$ cat config.mk
export PLATFORM = sky130hd
export DESIGN_NAME = pattern_stacker
export DESIGN_NICKNAME = d
export VERILOG_FILES = /design/src/design/stacker_pkg.sv /design/src/design/pattern_stacker.sv /design/src/design/chunk_assembler.sv /design/src/design/pattern_lane.sv /design/src/design/chunk_scanner.sv
export VERILOG_INCLUDE_DIRS = /design/src /design/src/design
export SDC_FILE = /design/constraint.sdc
export NUM_CORES = 1
export LEC_CHECK = 0
export ABC_AREA = 1
export BUFFER_PORTS_ARGS = -buffer_cell sky130_fd_sc_hd__buf_4
export CAP_MARGIN = 25
export CELL_PAD_IN_SITES_DETAIL_PLACEMENT = 2
export CELL_PAD_IN_SITES_GLOBAL_PLACEMENT = 2
export CORE_MARGIN = 10
export CORE_UTILIZATION = 34
export DETAILED_ROUTE_END_ITERATION = 8
export PLACE_DENSITY = 0.81
export SLEW_MARGIN = 20
export SYNTH_ARGS = -nofsm -noshare
export SYNTH_HDL_FRONTEND = slang
export SYNTH_SLANG_ARGS = --single-unit
$ cat constraint.sdc
create_clock -name clk_camera -period 5.09 [get_ports clk_camera]
set_input_delay 0.7635 -clock clk_camera [delete_from_list [all_inputs] [get_ports clk_camera]]
set_output_delay 0.7635 -clock clk_camera [all_outputs]
set_load 0.005 [all_outputs]
$ cat src/design/stacker_defines.svh
// frame geometry, lane count and credit depth macros; include in RTL and testbench
`ifndef STACKER_DEFINES_SVH
`define STACKER_DEFINES_SVH

// frame size in pixels
`define FB_HRES 320
`define FB_VRES 180

// pixels packed into one chunk
`define LANES 8

// chunk payload width, one RGB565 pixel per lane
`define CHUNK_W (`LANES * 16)

// chunks per row, and per frame
`define CHUNK_COLS (`FB_HRES / `LANES)
`define CHUNKS_PER_FRAME (`CHUNK_COLS * `FB_VRES)

// credits the sink grants after reset
// one credit per chunk it can absorb
`define CHUNK_CREDITS 4

`endif
$ cat src/design/stacker_pkg.sv
// shared pattern, state, coordinate and pixel types for the pattern stacker
`include "stacker_defines.svh"

package stacker_pkg;

  // test patterns, selected at start
  typedef enum logic [1:0] {
    PAT_BARS     = 2'd0,
    PAT_GRADIENT = 2'd1,
    PAT_CHECKER  = 2'd2,
    PAT_SOLID    = 2'd3
  } pattern_e;

  // scanner FSM
  typedef enum logic [1:0] {
    SCAN_IDLE,
    SCAN_RUN,
    SCAN_DRAIN
  } scan_state_e;

  // pixel coordinates and chunk number
  typedef logic [$clog2(`FB_HRES)-1:0] coord_x_t;
  typedef logic [$clog2(`FB_VRES)-1:0] coord_y_t;
  typedef logic [$clog2(`CHUNKS_PER_FRAME)-1:0] chunk_addr_t;

  // component slots inside rgb888_t
  localparam int unsigned CH_R = 2;
  localparam int unsigned CH_G = 1;
  localparam int unsigned CH_B = 0;

  typedef logic [2:0][7:0] rgb888_t;
  typedef logic [15:0] pixel565_t;
  typedef logic [`CHUNK_W-1:0] chunk_t;

endpackage

$ cat src/design/pattern_stacker.sv
// test-pattern frame writer top: scanner, pixel lanes and chunk assembler on clk_camera
`include "stacker_defines.svh"

module pattern_stacker (
  input  logic                     clk_camera,
  input  logic                     recent_reset,
  input  logic                     start_i,
  input  stacker_pkg::pattern_e    pattern_sel_i,
  input  logic                     credit_return_i,
  output logic                     chunk_valid_o,
  output stacker_pkg::chunk_t      chunk_data_o,
  output stacker_pkg::chunk_addr_t chunk_addr_o,
  output logic                     chunk_last_o,
  output logic                     frame_done_o,
  output logic                     busy_o
);

  // scanner outputs
  logic                     issue_valid;
  stacker_pkg::coord_x_t    issue_x;
  stacker_pkg::coord_y_t    issue_y;
  stacker_pkg::chunk_addr_t issue_addr;
  logic                     issue_last;
  stacker_pkg::pattern_e    pattern;

  // lane outputs
  logic [`LANES-1:0]        lane_valid;
  stacker_pkg::rgb888_t     lane_pixels [`LANES];

  chunk_scanner scanner0 (
    .clk_camera      (clk_camera),
    .recent_reset    (recent_reset),
    .start_i         (start_i),
    .pattern_sel_i   (pattern_sel_i),
    .credit_return_i (credit_return_i),
    .issue_valid_o   (issue_valid),
    .issue_x_o       (issue_x),
    .issue_y_o       (issue_y),
    .issue_addr_o    (issue_addr),
    .issue_last_o    (issue_last),
    .pattern_o       (pattern),
    .busy_o          (busy_o)
  );

  // one lane per pixel of the chunk
  for (genvar k = 0; k < `LANES; k++) begin : g_lane
    pattern_lane #(
      .LANE_INDEX (k)
    ) lane (
      .clk_camera    (clk_camera),
      .recent_reset  (recent_reset),
      .issue_valid_i (issue_valid),
      .issue_x_i     (issue_x),
      .issue_y_i     (issue_y),
      .pattern_i     (pattern),
      .pixel_valid_o (lane_valid[k]),
      .pixel_o       (lane_pixels[k])
    );
  end

  // lanes run in lockstep, so the valids agree
  chunk_assembler assembler0 (
    .clk_camera    (clk_camera),
    .recent_reset  (recent_reset),
    .lane_valid_i  (&lane_valid),
    .lane_pixels_i (lane_pixels),
    .issue_addr_i  (issue_addr),
    .issue_last_i  (issue_last),
    .chunk_valid_o (chunk_valid_o),
    .chunk_data_o  (chunk_data_o),
    .chunk_addr_o  (chunk_addr_o),
    .chunk_last_o  (chunk_last_o),
    .frame_done_o  (frame_done_o)
  );

endmodule

$ cat src/design/chunk_assembler.sv
// packs the lane pixels into an RGB565 chunk and registers it with address and last
`include "stacker_defines.svh"

module chunk_assembler (
  input  logic                     clk_camera,
  input  logic                     recent_reset,
  input  logic                     lane_valid_i,
  input  stacker_pkg::rgb888_t     lane_pixels_i [`LANES],
  input  stacker_pkg::chunk_addr_t issue_addr_i,
  input  logic                     issue_last_i,
  output logic                     chunk_valid_o,
  output stacker_pkg::chunk_t      chunk_data_o,
  output stacker_pkg::chunk_addr_t chunk_addr_o,
  output logic                     chunk_last_o,
  output logic                     frame_done_o
);

  localparam int PIX_W = $bits(stacker_pkg::pixel565_t);

  stacker_pkg::chunk_addr_t addr_q;
  stacker_pkg::chunk_t      chunk_d;
  logic                     last_q;

  // keep the top bits of each component
  function automatic stacker_pkg::pixel565_t to_565(input stacker_pkg::rgb888_t p);
    return {p[stacker_pkg::CH_R][7:3], p[stacker_pkg::CH_G][7:2], p[stacker_pkg::CH_B][7:3]};
  endfunction

  // lane k lands in bits 16k+15 down to 16k
  always_comb begin
    chunk_d = '0;
    for (int k = 0; k < `LANES; k++) begin
      chunk_d[k*PIX_W +: PIX_W] = to_565(lane_pixels_i[k]);
    end
  end

  // address and last wait one cycle for the lane stage
  always_ff @(posedge clk_camera) begin
    addr_q <= issue_addr_i;
  end

  always_ff @(posedge clk_camera) begin
    if (recent_reset) begin
      last_q <= 1'b0;
    end else begin
      last_q <= issue_last_i;
    end
  end

  // output stage
  always_ff @(posedge clk_camera) begin
    if (recent_reset) begin
      chunk_valid_o <= 1'b0;
      chunk_last_o  <= 1'b0;
      frame_done_o  <= 1'b0;
    end else begin
      chunk_valid_o <= lane_valid_i;
      chunk_last_o  <= lane_valid_i && last_q;
      // single pulse, rides on the final chunk
      frame_done_o  <= lane_valid_i && last_q;
    end
  end

  always_ff @(posedge clk_camera) begin
    if (lane_valid_i) begin
      chunk_data_o <= chunk_d;
      chunk_addr_o <= addr_q;
    end
  end

  // last flag from the scanner must arrive with the final chunk number
  last_addr_a : assert property (@(posedge clk_camera) disable iff (recent_reset)
    chunk_last_o |-> chunk_valid_o &&
                     (chunk_addr_o == stacker_pkg::chunk_addr_t'(`CHUNKS_PER_FRAME - 1)));

endmodule

$ cat src/design/pattern_lane.sv
// one pixel of the current chunk: evaluates the selected pattern and registers it
`include "stacker_defines.svh"

module pattern_lane #(
  parameter int LANE_INDEX = 0
) (
  input  logic                  clk_camera,
  input  logic                  recent_reset,
  input  logic                  issue_valid_i,
  input  stacker_pkg::coord_x_t issue_x_i,
  input  stacker_pkg::coord_y_t issue_y_i,
  input  stacker_pkg::pattern_e pattern_i,
  output logic                  pixel_valid_o,
  output stacker_pkg::rgb888_t  pixel_o
);

  // eight colour bars across the frame
  localparam int BAR_W = `FB_HRES / 8;

  stacker_pkg::coord_x_t pix_x;
  stacker_pkg::rgb888_t  pix_d;
  logic [2:0]            bar;
  logic                  check;

  if (LANE_INDEX >= `LANES) begin : g_bad_index
    $error("pattern_lane LANE_INDEX beyond lane count");
  end

  // this lane's own column inside the chunk
  assign pix_x = issue_x_i + stacker_pkg::coord_x_t'(LANE_INDEX);

  // bar index by threshold compare, no divider
  always_comb begin
    bar = '0;
    for (int b = 1; b < 8; b++) begin
      if (pix_x >= stacker_pkg::coord_x_t'(b * BAR_W)) begin
        bar = 3'(b);
      end
    end
  end

  // 16 pixel squares
  assign check = pix_x[4] ^ issue_y_i[4];

  always_comb begin
    pix_d = '0;
    case (pattern_i)
      stacker_pkg::PAT_BARS: begin
        pix_d[stacker_pkg::CH_R] = {8{bar[2]}};
        pix_d[stacker_pkg::CH_G] = {8{bar[1]}};
        pix_d[stacker_pkg::CH_B] = {8{bar[0]}};
      end
      stacker_pkg::PAT_GRADIENT: begin
        // red wraps every 256 columns
        pix_d[stacker_pkg::CH_R] = pix_x[7:0];
        pix_d[stacker_pkg::CH_G] = issue_y_i;
      end
      stacker_pkg::PAT_CHECKER: begin
        pix_d = {24{check}};
      end
      stacker_pkg::PAT_SOLID: begin
        pix_d[stacker_pkg::CH_R] = 8'hff;
      end
      default: pix_d = '0;
    endcase
  end

  always_ff @(posedge clk_camera) begin
    if (recent_reset) begin
      pixel_valid_o <= 1'b0;
    end else begin
      pixel_valid_o <= issue_valid_i;
    end
  end

  // only load on a real issue
  always_ff @(posedge clk_camera) begin
    if (issue_valid_i) begin
      pixel_o <= pix_d;
    end
  end

endmodule

$ cat src/design/chunk_scanner.sv
// walks the frame in chunk order under sink credits and drives the lanes and assembler
`include "stacker_defines.svh"

module chunk_scanner (
  input  logic                     clk_camera,
  input  logic                     recent_reset,
  input  logic                     start_i,
  input  stacker_pkg::pattern_e    pattern_sel_i,
  input  logic                     credit_return_i,
  output logic                     issue_valid_o,
  output stacker_pkg::coord_x_t    issue_x_o,
  output stacker_pkg::coord_y_t    issue_y_o,
  output stacker_pkg::chunk_addr_t issue_addr_o,
  output logic                     issue_last_o,
  output stacker_pkg::pattern_e    pattern_o,
  output logic                     busy_o
);

  localparam int COL_W    = $clog2(`CHUNK_COLS);
  localparam int CREDIT_W = $clog2(`CHUNK_CREDITS + 1);

  stacker_pkg::scan_state_e state_q;
  stacker_pkg::pattern_e    pattern_q;
  stacker_pkg::coord_y_t    row_q;
  stacker_pkg::chunk_addr_t addr_q;
  logic [COL_W-1:0]         col_q;
  logic [CREDIT_W-1:0]      credits_q;
  logic [CREDIT_W-1:0]      credits_d;
  logic                     drain_q;
  logic                     issue;
  logic                     at_last;
  logic                     row_end;

  assign at_last = addr_q == stacker_pkg::chunk_addr_t'(`CHUNKS_PER_FRAME - 1);
  assign row_end = col_q == COL_W'(`CHUNK_COLS - 1);

  // a credit returning this cycle may be spent at once
  assign issue = (state_q == stacker_pkg::SCAN_RUN) && ((credits_q != '0) || credit_return_i);

  assign issue_valid_o = issue;
  // first pixel column of the chunk
  assign issue_x_o     = stacker_pkg::coord_x_t'(col_q * `LANES);
  assign issue_y_o     = row_q;
  assign issue_addr_o  = addr_q;
  assign issue_last_o  = issue && at_last;
  assign pattern_o     = pattern_q;
  assign busy_o        = state_q != stacker_pkg::SCAN_IDLE;

  // credit count spent on issue and refilled by the sink
  always_comb begin
    credits_d = credits_q;
    if (credit_return_i && !issue) begin
      credits_d = credits_q + 1'b1;
    end else if (!credit_return_i && issue) begin
      credits_d = credits_q - 1'b1;
    end
  end

  always_ff @(posedge clk_camera) begin
    if (recent_reset) begin
      state_q   <= stacker_pkg::SCAN_IDLE;
      col_q     <= '0;
      row_q     <= '0;
      addr_q    <= '0;
      credits_q <= CREDIT_W'(`CHUNK_CREDITS);
      drain_q   <= 1'b0;
    end else begin
      credits_q <= credits_d;
      case (state_q)
        stacker_pkg::SCAN_IDLE: begin
          // start only counts here, so a start while busy is dropped
          if (start_i) begin
            state_q <= stacker_pkg::SCAN_RUN;
          end
        end
        stacker_pkg::SCAN_RUN: begin
          if (issue) begin
            addr_q <= addr_q + 1'b1;
            if (row_end) begin
              col_q <= '0;
              row_q <= row_q + 1'b1;
            end else begin
              col_q <= col_q + 1'b1;
            end
            // rewind for the next frame after the last chunk
            if (at_last) begin
              state_q <= stacker_pkg::SCAN_DRAIN;
              addr_q  <= '0;
              row_q   <= '0;
              drain_q <= 1'b0;
            end
          end
        end
        stacker_pkg::SCAN_DRAIN: begin
          // two cycles for the lane and assembler stages
          drain_q <= 1'b1;
          if (drain_q) begin
            state_q <= stacker_pkg::SCAN_IDLE;
          end
        end
        default: state_q <= stacker_pkg::SCAN_IDLE;
      endcase
    end
  end

  // pattern held for the whole frame
  always_ff @(posedge clk_camera) begin
    if (state_q == stacker_pkg::SCAN_IDLE && start_i) begin
      pattern_q <= pattern_sel_i;
    end
  end

  // sink must never hand back more than it was given
  credit_bound_a : assert property (@(posedge clk_camera) disable iff (recent_reset)
    credits_q <= CREDIT_W'(`CHUNK_CREDITS));

  // an issue on zero credits spends the credit returning with it
  issue_credit_a : assert property (@(posedge clk_camera) disable iff (recent_reset)
    issue_valid_o && (credits_q == '0) |=> credits_q == '0);

endmodule

* Word level (Yosys, flattened, before mapping)
Index checks and enable logic that the tools add are counted.
** Operators by class
- Bitwise logic cells :: 8
- Magnitude comparators :: 56
- Add/sub/neg operators :: 12
- Muxes and demuxes :: 94
- Reduce and logical (&&, ||, !) cells :: 20
- Eq/ne operators :: 11
** Operators by type and width (number)
- 8-bit one-hot mux with 4 select lines :: 8
- 9-bit by 8-bit >= comparator with 1-bit output, second input constant :: 24
- 8-bit one-hot mux with 3 select lines :: 8
- 9-bit by 7-bit >= comparator with 1-bit output, second input constant :: 16
- 8-bit one-hot mux with 2 select lines :: 8
- 3-bit 2-to-1 mux :: 34
- 9-bit by 6-bit >= comparator with 1-bit output, second input constant :: 8
- 9-bit >= comparator, second input constant :: 8
- 2-bit 2-to-1 mux :: 20
- 9-bit by 3-bit adder with 9-bit output, second input constant :: 4
- 9-bit by 2-bit adder with 9-bit output, second input constant :: 2
- 8-bit 2-to-1 mux :: 2
- 13-bit by 1-bit adder with 13-bit output, second input constant :: 1
- 13-bit equality test, second input constant :: 1
- 13-bit 2-to-1 mux :: 1
- 1-bit 2-to-1 mux :: 10
- 9-bit by 1-bit adder with 9-bit output, second input constant :: 1
- 8-bit by 1-bit adder with 8-bit output, second input constant :: 1
- 2-bit nonzero test :: 4
- 1-bit XOR :: 8
- 6-bit by 1-bit adder with 6-bit output, second input constant :: 1
- 2-bit equality test, second input constant :: 3
- 6-bit equality test, second input constant :: 1
- 1-bit logical AND :: 6
- other kinds (15) :: 21
** Word-level totals
- Output and inout bits :: 145
- Bits in registers :: 385
- Word-level logic and storage cells :: 239
- Bits of input ports :: 6

* Logic depth before layout (Yosys ltp)
Gate-level depths: netlist (run 1).
- Depth after elaboration :: 10
- Mapped depth :: 13
- Depth with buffers taken out :: 13

* Hierarchy
A second synthesis (run 1) with hierarchy kept.
** Second synthesis, totals
- Cells, all modules :: 1603
- Area total of the unflattened synthesis :: 16229.3 um2
** By module, submodules not included
- chunk_assembler :: cells an instance 164, area each 4586.9 um2, times used 1
- chunk_scanner :: cells an instance 293, area each 2031.9 um2, times used 1
- pattern_lane at g_lane[5].lane :: cells an instance 168, area each 1330.0 um2, times used 1
- pattern_lane at g_lane[1].lane :: cells an instance 154, area each 1271.2 um2, times used 1
- pattern_lane at g_lane[3].lane :: cells an instance 144, area each 1247.4 um2, times used 1
- pattern_lane at g_lane[7].lane :: cells an instance 140, area each 1232.4 um2, times used 1
- pattern_lane at g_lane[2].lane :: cells an instance 146, area each 1217.4 um2, times used 1
- pattern_lane at g_lane[6].lane :: cells an instance 142, area each 1169.9 um2, times used 1
- pattern_lane at g_lane[4].lane :: cells an instance 141, area each 1154.9 um2, times used 1
- pattern_lane at g_lane[0].lane :: cells an instance 100, area each 945.9 um2, times used 1
- pattern_stacker :: cells an instance 11, area each 41.3 um2, times used 1

* Least setup slack after synthesis (run 1)
No wires, ideal clock.
- Kind :: input -> register
- From :: input port credit_return_i
- To :: register scanner0.credits_q[2]
- Buffers on the path :: 0
- Stages :: 9
- Path slack :: 3.035 ns
- Required time :: 4.965 ns
- Data arrival time :: 1.930 ns
- Setup time :: 0.125 ns
- Cell sequence :: inv_1 -> nand3_2 -> nand2_4 -> nand2_1 -> fa_1 -> nor3_1 -> nor2_1 -> nand2_1 -> nand3_1
** On the way
- Longest elaborated chain between the ends :: 5
- Elaborated cells on any way between the ends :: 8
** Ends and longest elaborated chain
- from (decl) :: RTL line pattern_stacker.sv:9 : input logic credit_return_i,
- 1-bit logical OR :: RTL line chunk_scanner.sv:38 : assign issue = (state_q == stacker_pkg::SCAN_RUN) && ((credits_q != '0) || credit_return_i);
- 1-bit logical AND :: RTL line chunk_scanner.sv:38
- 1-bit zero test :: RTL line chunk_scanner.sv:52 : if (credit_return_i && !issue) begin
- 1-bit logical AND :: RTL line chunk_scanner.sv:52
- 3-bit 2-to-1 mux or 2-bit nonzero test (tied branches)
- to (signal assigned) :: RTL line chunk_scanner.sv:65 : credits_q <= CREDIT_W'(`CHUNK_CREDITS);
- to (signal assigned) :: RTL line chunk_scanner.sv:68 : credits_q <= credits_d;
- to (decl) :: RTL line chunk_scanner.sv:27 : logic [CREDIT_W-1:0] credits_q;
Parallel ways exist; a longest one is shown, timed or not.
A chain may end at the register's enable or synchronous reset.

* Worst setup path in the final report (run 1)
- From :: register scanner0.state_q[1]
- To :: register scanner0.addr_q[10] (netlist: scanner0.issue_addr_o[10])
** On the way
- Longest elaborated chain between the ends :: 3
** Ends and longest elaborated chain
- from (decl) :: RTL line chunk_scanner.sv:22 : stacker_pkg::scan_state_e state_q;
- from (signal assigned) :: RTL line chunk_scanner.sv:61 : state_q <= stacker_pkg::SCAN_IDLE;
- from (signal assigned) :: RTL line chunk_scanner.sv:73 : state_q <= stacker_pkg::SCAN_RUN;
- from (signal assigned) :: RTL line chunk_scanner.sv:87 : state_q <= stacker_pkg::SCAN_DRAIN;
- 2-bit by 1-bit equality test with 1-bit output * :: RTL line chunk_scanner.sv:38, chunk_scanner.sv:69
- 1-bit logical AND :: RTL line chunk_scanner.sv:38
- 2-bit AND reduction (no source line) *
- to (signal assigned) :: RTL line chunk_scanner.sv:78 : addr_q <= addr_q + 1'b1;
- to (decl) :: RTL line chunk_scanner.sv:25 : stacker_pkg::chunk_addr_t addr_q;
Mark *: on every way between the ends. The rest lies on a longest branch, timed or not.

==> run summary, run 1 <==
status = completed
GRT Overall Usage = 14.2%
reg2reg path depth = 9
Min-Delay Path Class = register to register
GP Congestion = 0.819
Initial Utilization = 35.1%
Psw = 0.877 mW
flops & latches, synth = 113
die width = 146 microns
Post-route DRC = 0
vias in the first global route = 4292
Fillers = 1682
RSZ-0062 raised after global routing = false
final setup skew = 0.00582 ns
initial drt markers = 178
Area contributors post-synth = edfxtp_1 35%, dfxtp_1 19%, buf_4 15%
Post-DP Area = 0.00596 sq mm
clock latency on the worst-skew pair = 0.42 ns
Post-CTS Setup Repair Bufs = 0
Syn Inst Count = 555
Chip Height = 146 microns
first-pass GRT wire length = 24000 microns
remaining antenna violation count = 0
largest net degree at the start of global routing = 40
CP cell instances = inv_1 > ha_1 > nand2_4 > inv_4 > nand3_1 > nor2_1 > nand3_1 > nand2_1 > nor2_1
switching fraction of total power = 28.7%
Site Rows = 45
Avg Vias per Cell = 4.65
post-synth top area cell = edfxtp_1
Post-synth EDFFs = 63
Peak VDD IR = 0.176 mV
crit path launch type = register
Clk pwr share = 35.3%
Synth Area in Compound Gates = 6.83%
I/O Pins = 151
critical path's largest stage delay = 0.40 ns
CP max-delay cell = inv_4
grt ovf = 0
setup TNS = 0 ns
Unique masters post-synth = 41
Fmax = 429 MHz
simple-gate share of the synthesized area = 17.5%
Synth Area in Adders = 2.69%
mux cell area share after synthesis = 0%
Final Setup Violations = 0
Yosys Warn Count = 0
CTS Buffer Depth = 2
H-tree depth = 4
Slew Limit Fails = 0
XOR/XNOR share of the synthesized area = 0.325%
Crit Path Class = register to register
Buf/Inv on CP = 2
die area = 0.0213 sq mm
ys async rst share = 0%
Crit. path cell count = 9
Gate power share = 22.8%
CTS sink count = 113
most frequent cell after synthesis = buf_4
DPL Wire Length = 11100 microns
Seq/Total Area, Yosys = 53.7%
fin crit share = 45.8%
post-cts sizing count = 0
worst path required time = 5.39 ns
Post-Route WL = 15300 microns
layout cell share with drive strength beyond 1 = 32.0%
top_reg_cell synth = edfxtp_1
Worst path top cell family by delay = simple AND/OR/NAND/NOR gates
worst reg2reg setup slack = 2.76 ns
ANT cells = 0
Worst EP arrival = 2.63 ns
Synth top cells by count = 106 x buf_4, 99 x nand2_1, 63 x edfxtp_1, 50 x dfxtp_1, 47 x inv_1
Flop pwr share = 41.9%
Fin. Hold Viols = 0
maxcap violations = 0
Area Overhead vs Synth = 21.3%
minimum clock period = 2.33 ns
hold-fix buffers at CTS = 0
initial antenna violation count = 0
PwrDens = 468 mW/mm^2
core area = 0.0154 sq mm
clock root buffer = clkbuf_16
Port-buffer cells = 150
crit path capture type = register
Mapped Area = 0.00539 sq mm
cell area after layout = 0.00654 sq mm
TritonRoute pass-1 iters = 4
Post-Syn Area per Cell = 9.71 sq um
Worst Path Max Fanout = 39
worst-margin pin slew = 0.679 ns
via count = 3903
cts bufs inserted = 17
share of the synthesized area in the top cell type = 35.1%
WL/cell = 18.2 microns
Syn Nets = 572
largest family of logic cells by synthesized area = buffers and inverters
relative slew slack = 54.5%
CTS tree = built
nets@finish = 632
Hold Crit Depth = 0
clock slew at reported path FFs = 0.05 ns
Int Pwr = 2.18 mW
Leakage = 2.80 nW
worst reg2reg max path, delay by kind of cell, from the launching register on:
family / cells / cell delay [ns]
buf+inv: 2 / 0.52
simple gates: 6 / 1.05
fa+ha+maj: 1 / 0.32
flops: 1 / 0.33
registers in the layout, summed over array words and instances, names as in the netlist, 3 cells and up:
name,count
scanner0.credits_q,3
scanner0.issue_y_o,8
scanner0.col_q,6
g_lane.lane.pixel_o,24
assembler0.addr_q,13
assembler0.chunk_addr_o,13
assembler0.chunk_data_o,24
scanner0.issue_addr_o,13
layout by cell type, fill, tap and decap left out, drive strengths merged, types with 2 or more instances in the layout:
cell,count
o211ai,11
buf,152
nand2,106
nor3b,2
clkbuf,27
a21oi,26
inv,51
clkinv,6
xor2,2
nand3,28
dfxtp,50
nor2,43
nand4,6
edfxtp,63
ha,10
nor3,12
o21ai,21
a31oi,2
layout make-up:
type | count | area (sq um) | area share [%]
multi-input cells | 279 | 1470 | 22.5
repair buffers | 152 | 1170 | 17.9
clock inverters | 5 | 25.0 | 0.383
inverters | 52 | 198 | 3.02
well taps | 211 | 264 | 4.04
flip-flops and latches | 113 | 2890 | 44.3
clock buffers | 27 | 514 | 7.87
kinds of logic after synthesis:
logic type / count (synthesis)
AO/OA/AOI/OAI: 65
XOR/XNOR: 2
adder cells (fa/ha/maj): 11
buffers and inverters: 163
flip-flops: 113
AND/OR/NAND/NOR: 201
through the flow:
stage                     utilization, %  power, mW  setup slack (ns)  hold slack (ns)  cells
after global routing                42.5       3.24              2.51            0.398    839
final                               42.5       3.06              2.76            0.377    839
after detailed placement            38.7       2.01              2.56            0.374    805
after CTS                           42.3       3.10              2.55            0.381    837
after global placement              38.7       1.95              2.74            0.364    805
after floorplan                        -       1.74              3.03            0.351    555
metal layers:
| layer | vias to the layer above | share of wire [%] | track usage [%] |
|---|---|---|---|
| met5 | - | 0 | 0 |
| met4 | 0 | 2.2 | 6.17 |
| met3 | 26 | 5.1 | 4.16 |
| met2 | 125 | 51 | 24.7 |
| met1 | 1901 | 42 | 15.6 |
| li1 | 1851 | - | - |
power by group through the flow:
stage / Combinational [mW] / Clock, mW / Sequential (mW)
2_1_floorplan: 0.457 / 0 / 1.29
6_report: 0.698 / 1.08 / 1.28
5_1_grt: 0.780 / 1.15 / 1.31
3_3_place_gp: 0.646 / 0 / 1.31
4_1_cts: 0.688 / 1.10 / 1.31
3_5_place_dp: 0.682 / 0 / 1.33
worst paths after layout:
check | start | endpoint
worst max-delay path | scanner0.state_q[1]$_SDFFE_PP0P_ | scanner0.issue_addr_o[10]$_SDFFE_PP0P_
worst min register to register | scanner0.issue_addr_o[11]$_SDFFE_PP0P_ | assembler0.addr_q[11]$_DFF_P_
worst max register to register | scanner0.state_q[1]$_SDFFE_PP0P_ | scanner0.issue_addr_o[10]$_SDFFE_PP0P_
worst min-delay path | scanner0.issue_addr_o[11]$_SDFFE_PP0P_ | assembler0.addr_q[11]$_DFF_P_
Power figures use the tool's default switching activity.
==> inputs of run 2 (changes only) <==
- ABC_AREA: 1 -> 0
- CORE_UTILIZATION: 34 -> 29
- PLACE_DENSITY: 0.81 -> 0.71
- clock period: 5.09 -> 1.9 ns (I/O delays scaled with it)
==> run 2 against run 1 <==
Synthesized area fell by 1.5%. Largest power group is now clock. Wire length fell by 2.5%. Register-to-register slack got worse by 2.7 ns. Via count fell by 4.9%. Cell area rose by 4.3%. Critical path depth fell by 2. Sequential share of layout area fell by 1.7 points. Clock power rose to 3.2 times the previous value. Highest routed layer unchanged. Combinational power rose by 27%. Global-route usage fell by 2.1 points. First-iteration DRC count fell by 29%. Non-clock buffer count rose by 32.
==> run summary, run 2 <==
RSZ-0062 raised after global routing = true
reg2reg path depth = 7 (-2)
Site Rows = 49 (+8.9%)
flops & latches, synth = 113 (unchanged)
biggest registers after layout = assembler0.chunk_data_o x24, g_lane.lane.pixel_o x24
setup TNS = 0 ns (unchanged)
fin util = 38.0% (-4.6 points)
Min-Delay Path Class = input pin to register
layout cell share with drive strength beyond 1 = 41.8% (+9.8 points)
Port-buffer cells = 150 (unchanged)
Critical R2R Launch = scanner0.state_q[1]$_SDFFE_PP0P_
CTS tree = built
Crit Path Class = register to register
initial drt markers = 127 (-29%)
first-pass GRT wire length = 23200 microns (-3.2%)
GRT Overall Usage = 12.1% (-2.1 points)
clock slew at reported path FFs = 0.05 ns (about the same)
Hold Crit Depth = 1 (+1)
PwrDens = 1060 mW/mm^2 (+130%)
worst path required time = 2.25 ns (-3.14 ns)
vias in the first global route = 4131 (-3.8%)
Peak VDD IR = 0.617 mV (+250%)
Fin. Hold Viols = 0 (unchanged)
core area = 0.0180 sq mm (+17%)
Post-route DRC = 0 (unchanged)
post-synth top area cell = edfxtp_1
Leakage = 2.74 nW (-2.2%)
most frequent cells in the layout = 183 x buf_4, 63 x edfxtp_1, 43 x dfxtp_1
ANT cells = 0 (unchanged)
WL/cell = 18.6 microns (+1.9%)
largest net degree at the start of global routing = 38 (-5.0%)
Area contributors post-synth = edfxtp_1 36%, dfxtp_1 19%, buf_4 15%
final setup skew = 0.00792 ns (+0.00210 ns)
Fmax = 533 MHz (+24%)
TritonRoute pass-1 iters = 4 (unchanged)
ys async rst share = 0% (unchanged)
GP Congestion = 0.787 (-3.8%)
relative slew slack = 65.6% (+11 points)
CTS Buffer Depth = 2 (unchanged)
Syn Inst Count = 481 (-13%)
clock latency on the worst-skew pair = 0.41 ns (about the same)
Mapped Area = 0.00531 sq mm (-1.5%)
total power = 7.25 mW (+140%)
busiest grt layer = met2
grt met2 use = 21.2% (-3.5 points)
Unique masters post-synth = 54 (+32%)
fin crit share = 98.7% (+53 points)
Post-DP Area = 0.00608 sq mm (+2.1%)
Avg Vias per Cell = 4.62 (-0.68%)
grt ovf = 0 (unchanged)
Synth top cells by count = 106 x buf_4, 63 x edfxtp_1, 50 x dfxtp_1, 27 x nand2_1, 27 x nor2_1
maxcap violations = 0 (unchanged)
leading cell type in the layout, fill and taps excluded = buf_4
minimum clock period = 1.88 ns (-0.458 ns)
crit path capture type = register
cts bufs inserted = 17 (unchanged)
nets@finish = 578 (-8.5%)
remaining antenna violation count = 0 (unchanged)
Syn Nets = 498 (-13%)
Critical Path Source = scanner0.state_q[1]$_SDFFE_PP0P_
via count = 3710 (-4.9%)
crit path launch type = register
Worst Hold Launch = pattern_sel_i[1]
top_reg_cell synth = edfxtp_1
DPL Wire Length = 11100 microns (-0.84%)
Post-Syn Area per Cell = 11.0 sq um (+14%)
die width = 155 microns (+6.4%)
Worst Path Max Fanout = 5 (-87%)
H-tree depth = 4 (unchanged)
Seq/Total Area, Yosys = 54.5% (+0.84 points)
worst-margin pin slew = 0.516 ns (-0.163 ns)
I/O Pins = 151 (unchanged)
status = completed
Slew Limit Fails = 0 (unchanged)
GR Util met3 = 5.35% (+1.2 points)
Fillers = 1820 (+8.2%)
Final Setup Violations = 0 (unchanged)
Initial Utilization = 29.5% (-5.5 points)
Yosys Warn Count = 0 (unchanged)
worst reg2reg setup slack = 0.02 ns (-2.73 ns)
Post-synth EDFFs = 63 (unchanged)
cell area after layout = 0.00682 sq mm (+4.3%)
routing usage on met1 = 12.8% (-2.8 points)
die area = 0.0241 sq mm (+13%)
Area Overhead vs Synth = 28.5%
most frequent cell after synthesis = buf_4
CTS sink count = 113 (unchanged)
initial antenna violation count = 0 (unchanged)
Worst EP arrival = 2.22 ns (-0.41 ns)
clock root buffer = clkbuf_16
Post-Route WL = 14900 microns (-2.5%)
Chip Height = 155 microns (+6.4%)
share of the synthesized area in the top cell type = 35.7% (+0.55 points)
run 2: changes by cell type after synthesis, sizes merged, moves of 7 or more:
cell | previous run | this run
nand2 | 106 | 27
inv | 51 | 13
nor2 | 43 | 27
clkbuf | 2 | 13
o31ai | 1 | 12
nor2b | 0 | 10
a21oi | 26 | 17
o211ai | 11 | 2
xnor2 | 0 | 9
nor3 | 12 | 5
o21ai | 21 | 14
run 2: worst paths after layout:
check / endpoint
min: scanner0.pattern_o[1]$_DFFE_PP_
max reg2reg: scanner0.issue_addr_o[11]$_SDFFE_PP0P_
max: scanner0.issue_addr_o[11]$_SDFFE_PP0P_
min reg2reg: assembler0.chunk_addr_o[7]$_DFFE_PP_
run 2: cells by family after synthesis:
logic type,Yosys count,share of synthesized area (%)
simple gates,142,15.0
buf+inv,136,17.5
flops,113,54.5
compound gates,62,7.43
xor+xnor,16,2.64
fa+ha+maj,11,2.74
mux,1,0.189
run 2: layout make-up:
cell class	instances	area [sq um]	share of cell area (%)
clock buffers	23	489	7.18
clock inverters	9	153	2.24
inverters	13	48.8	0.716
multi-input cells	232	1550	22.8
flip-flops and latches	113	2900	42.6
well taps	229	287	4.20
repair buffers	184	1390	20.3
run 2: worst max-delay path: stages (launching register included):
cell	delay, ns
dfxtp_2	0.33
inv_2	0.08
ha_4	0.16
o41ai_4	0.09
buf_4	0.15
or3_4	0.39
or4_4	0.49
a21oi_2	0.13
run 2: layer usage:
| metal | vias to the layer above | wire (microns) |
|---|---|---|
| met2 | 140 | 7540 |
| met3 | 9 | 1380 |
| met4 | 0 | 135 |
| li1 | 1754 | - |
| met5 | - | 0 |
| met1 | 1807 | 5860 |
run 2: what timing repair did:
| item | CTS | global route |
|---|---|---|
| setup endpoints to repair | 8 | 26 |
| hold buffers | 0 | 0 |
| gates resized for setup | 8 | 13 |
| pin swaps | 1 | 2 |
| hold endpoints to repair | 0 | 0 |
| setup buffers | 0 | 2 |
run 2: metrics by stage:
stage               instances  hold slack (ns)  setup slack (ns)
floorplan                 481            0.355             0.111
global placement          769            0.389          -0.00576
detailed placement        769            0.391            -0.125
CTS                       801           0.0275           0.00365
global route              803           0.0296           -0.0636
finish                    803           0.0473            0.0248
run 2: power by group:
| group | internal, mW | total [mW] | leakage [nW] | switching [mW] |
|---|---|---|---|---|
| clock network | 2.34 | 3.44 | 0.316 | 1.10 |
| registers | 2.81 | 2.93 | 1.01 | 0.121 |
| logic | 0.432 | 0.887 | 1.42 | 0.456 |
| total | 5.58 | 7.25 | 2.74 | 1.67 |
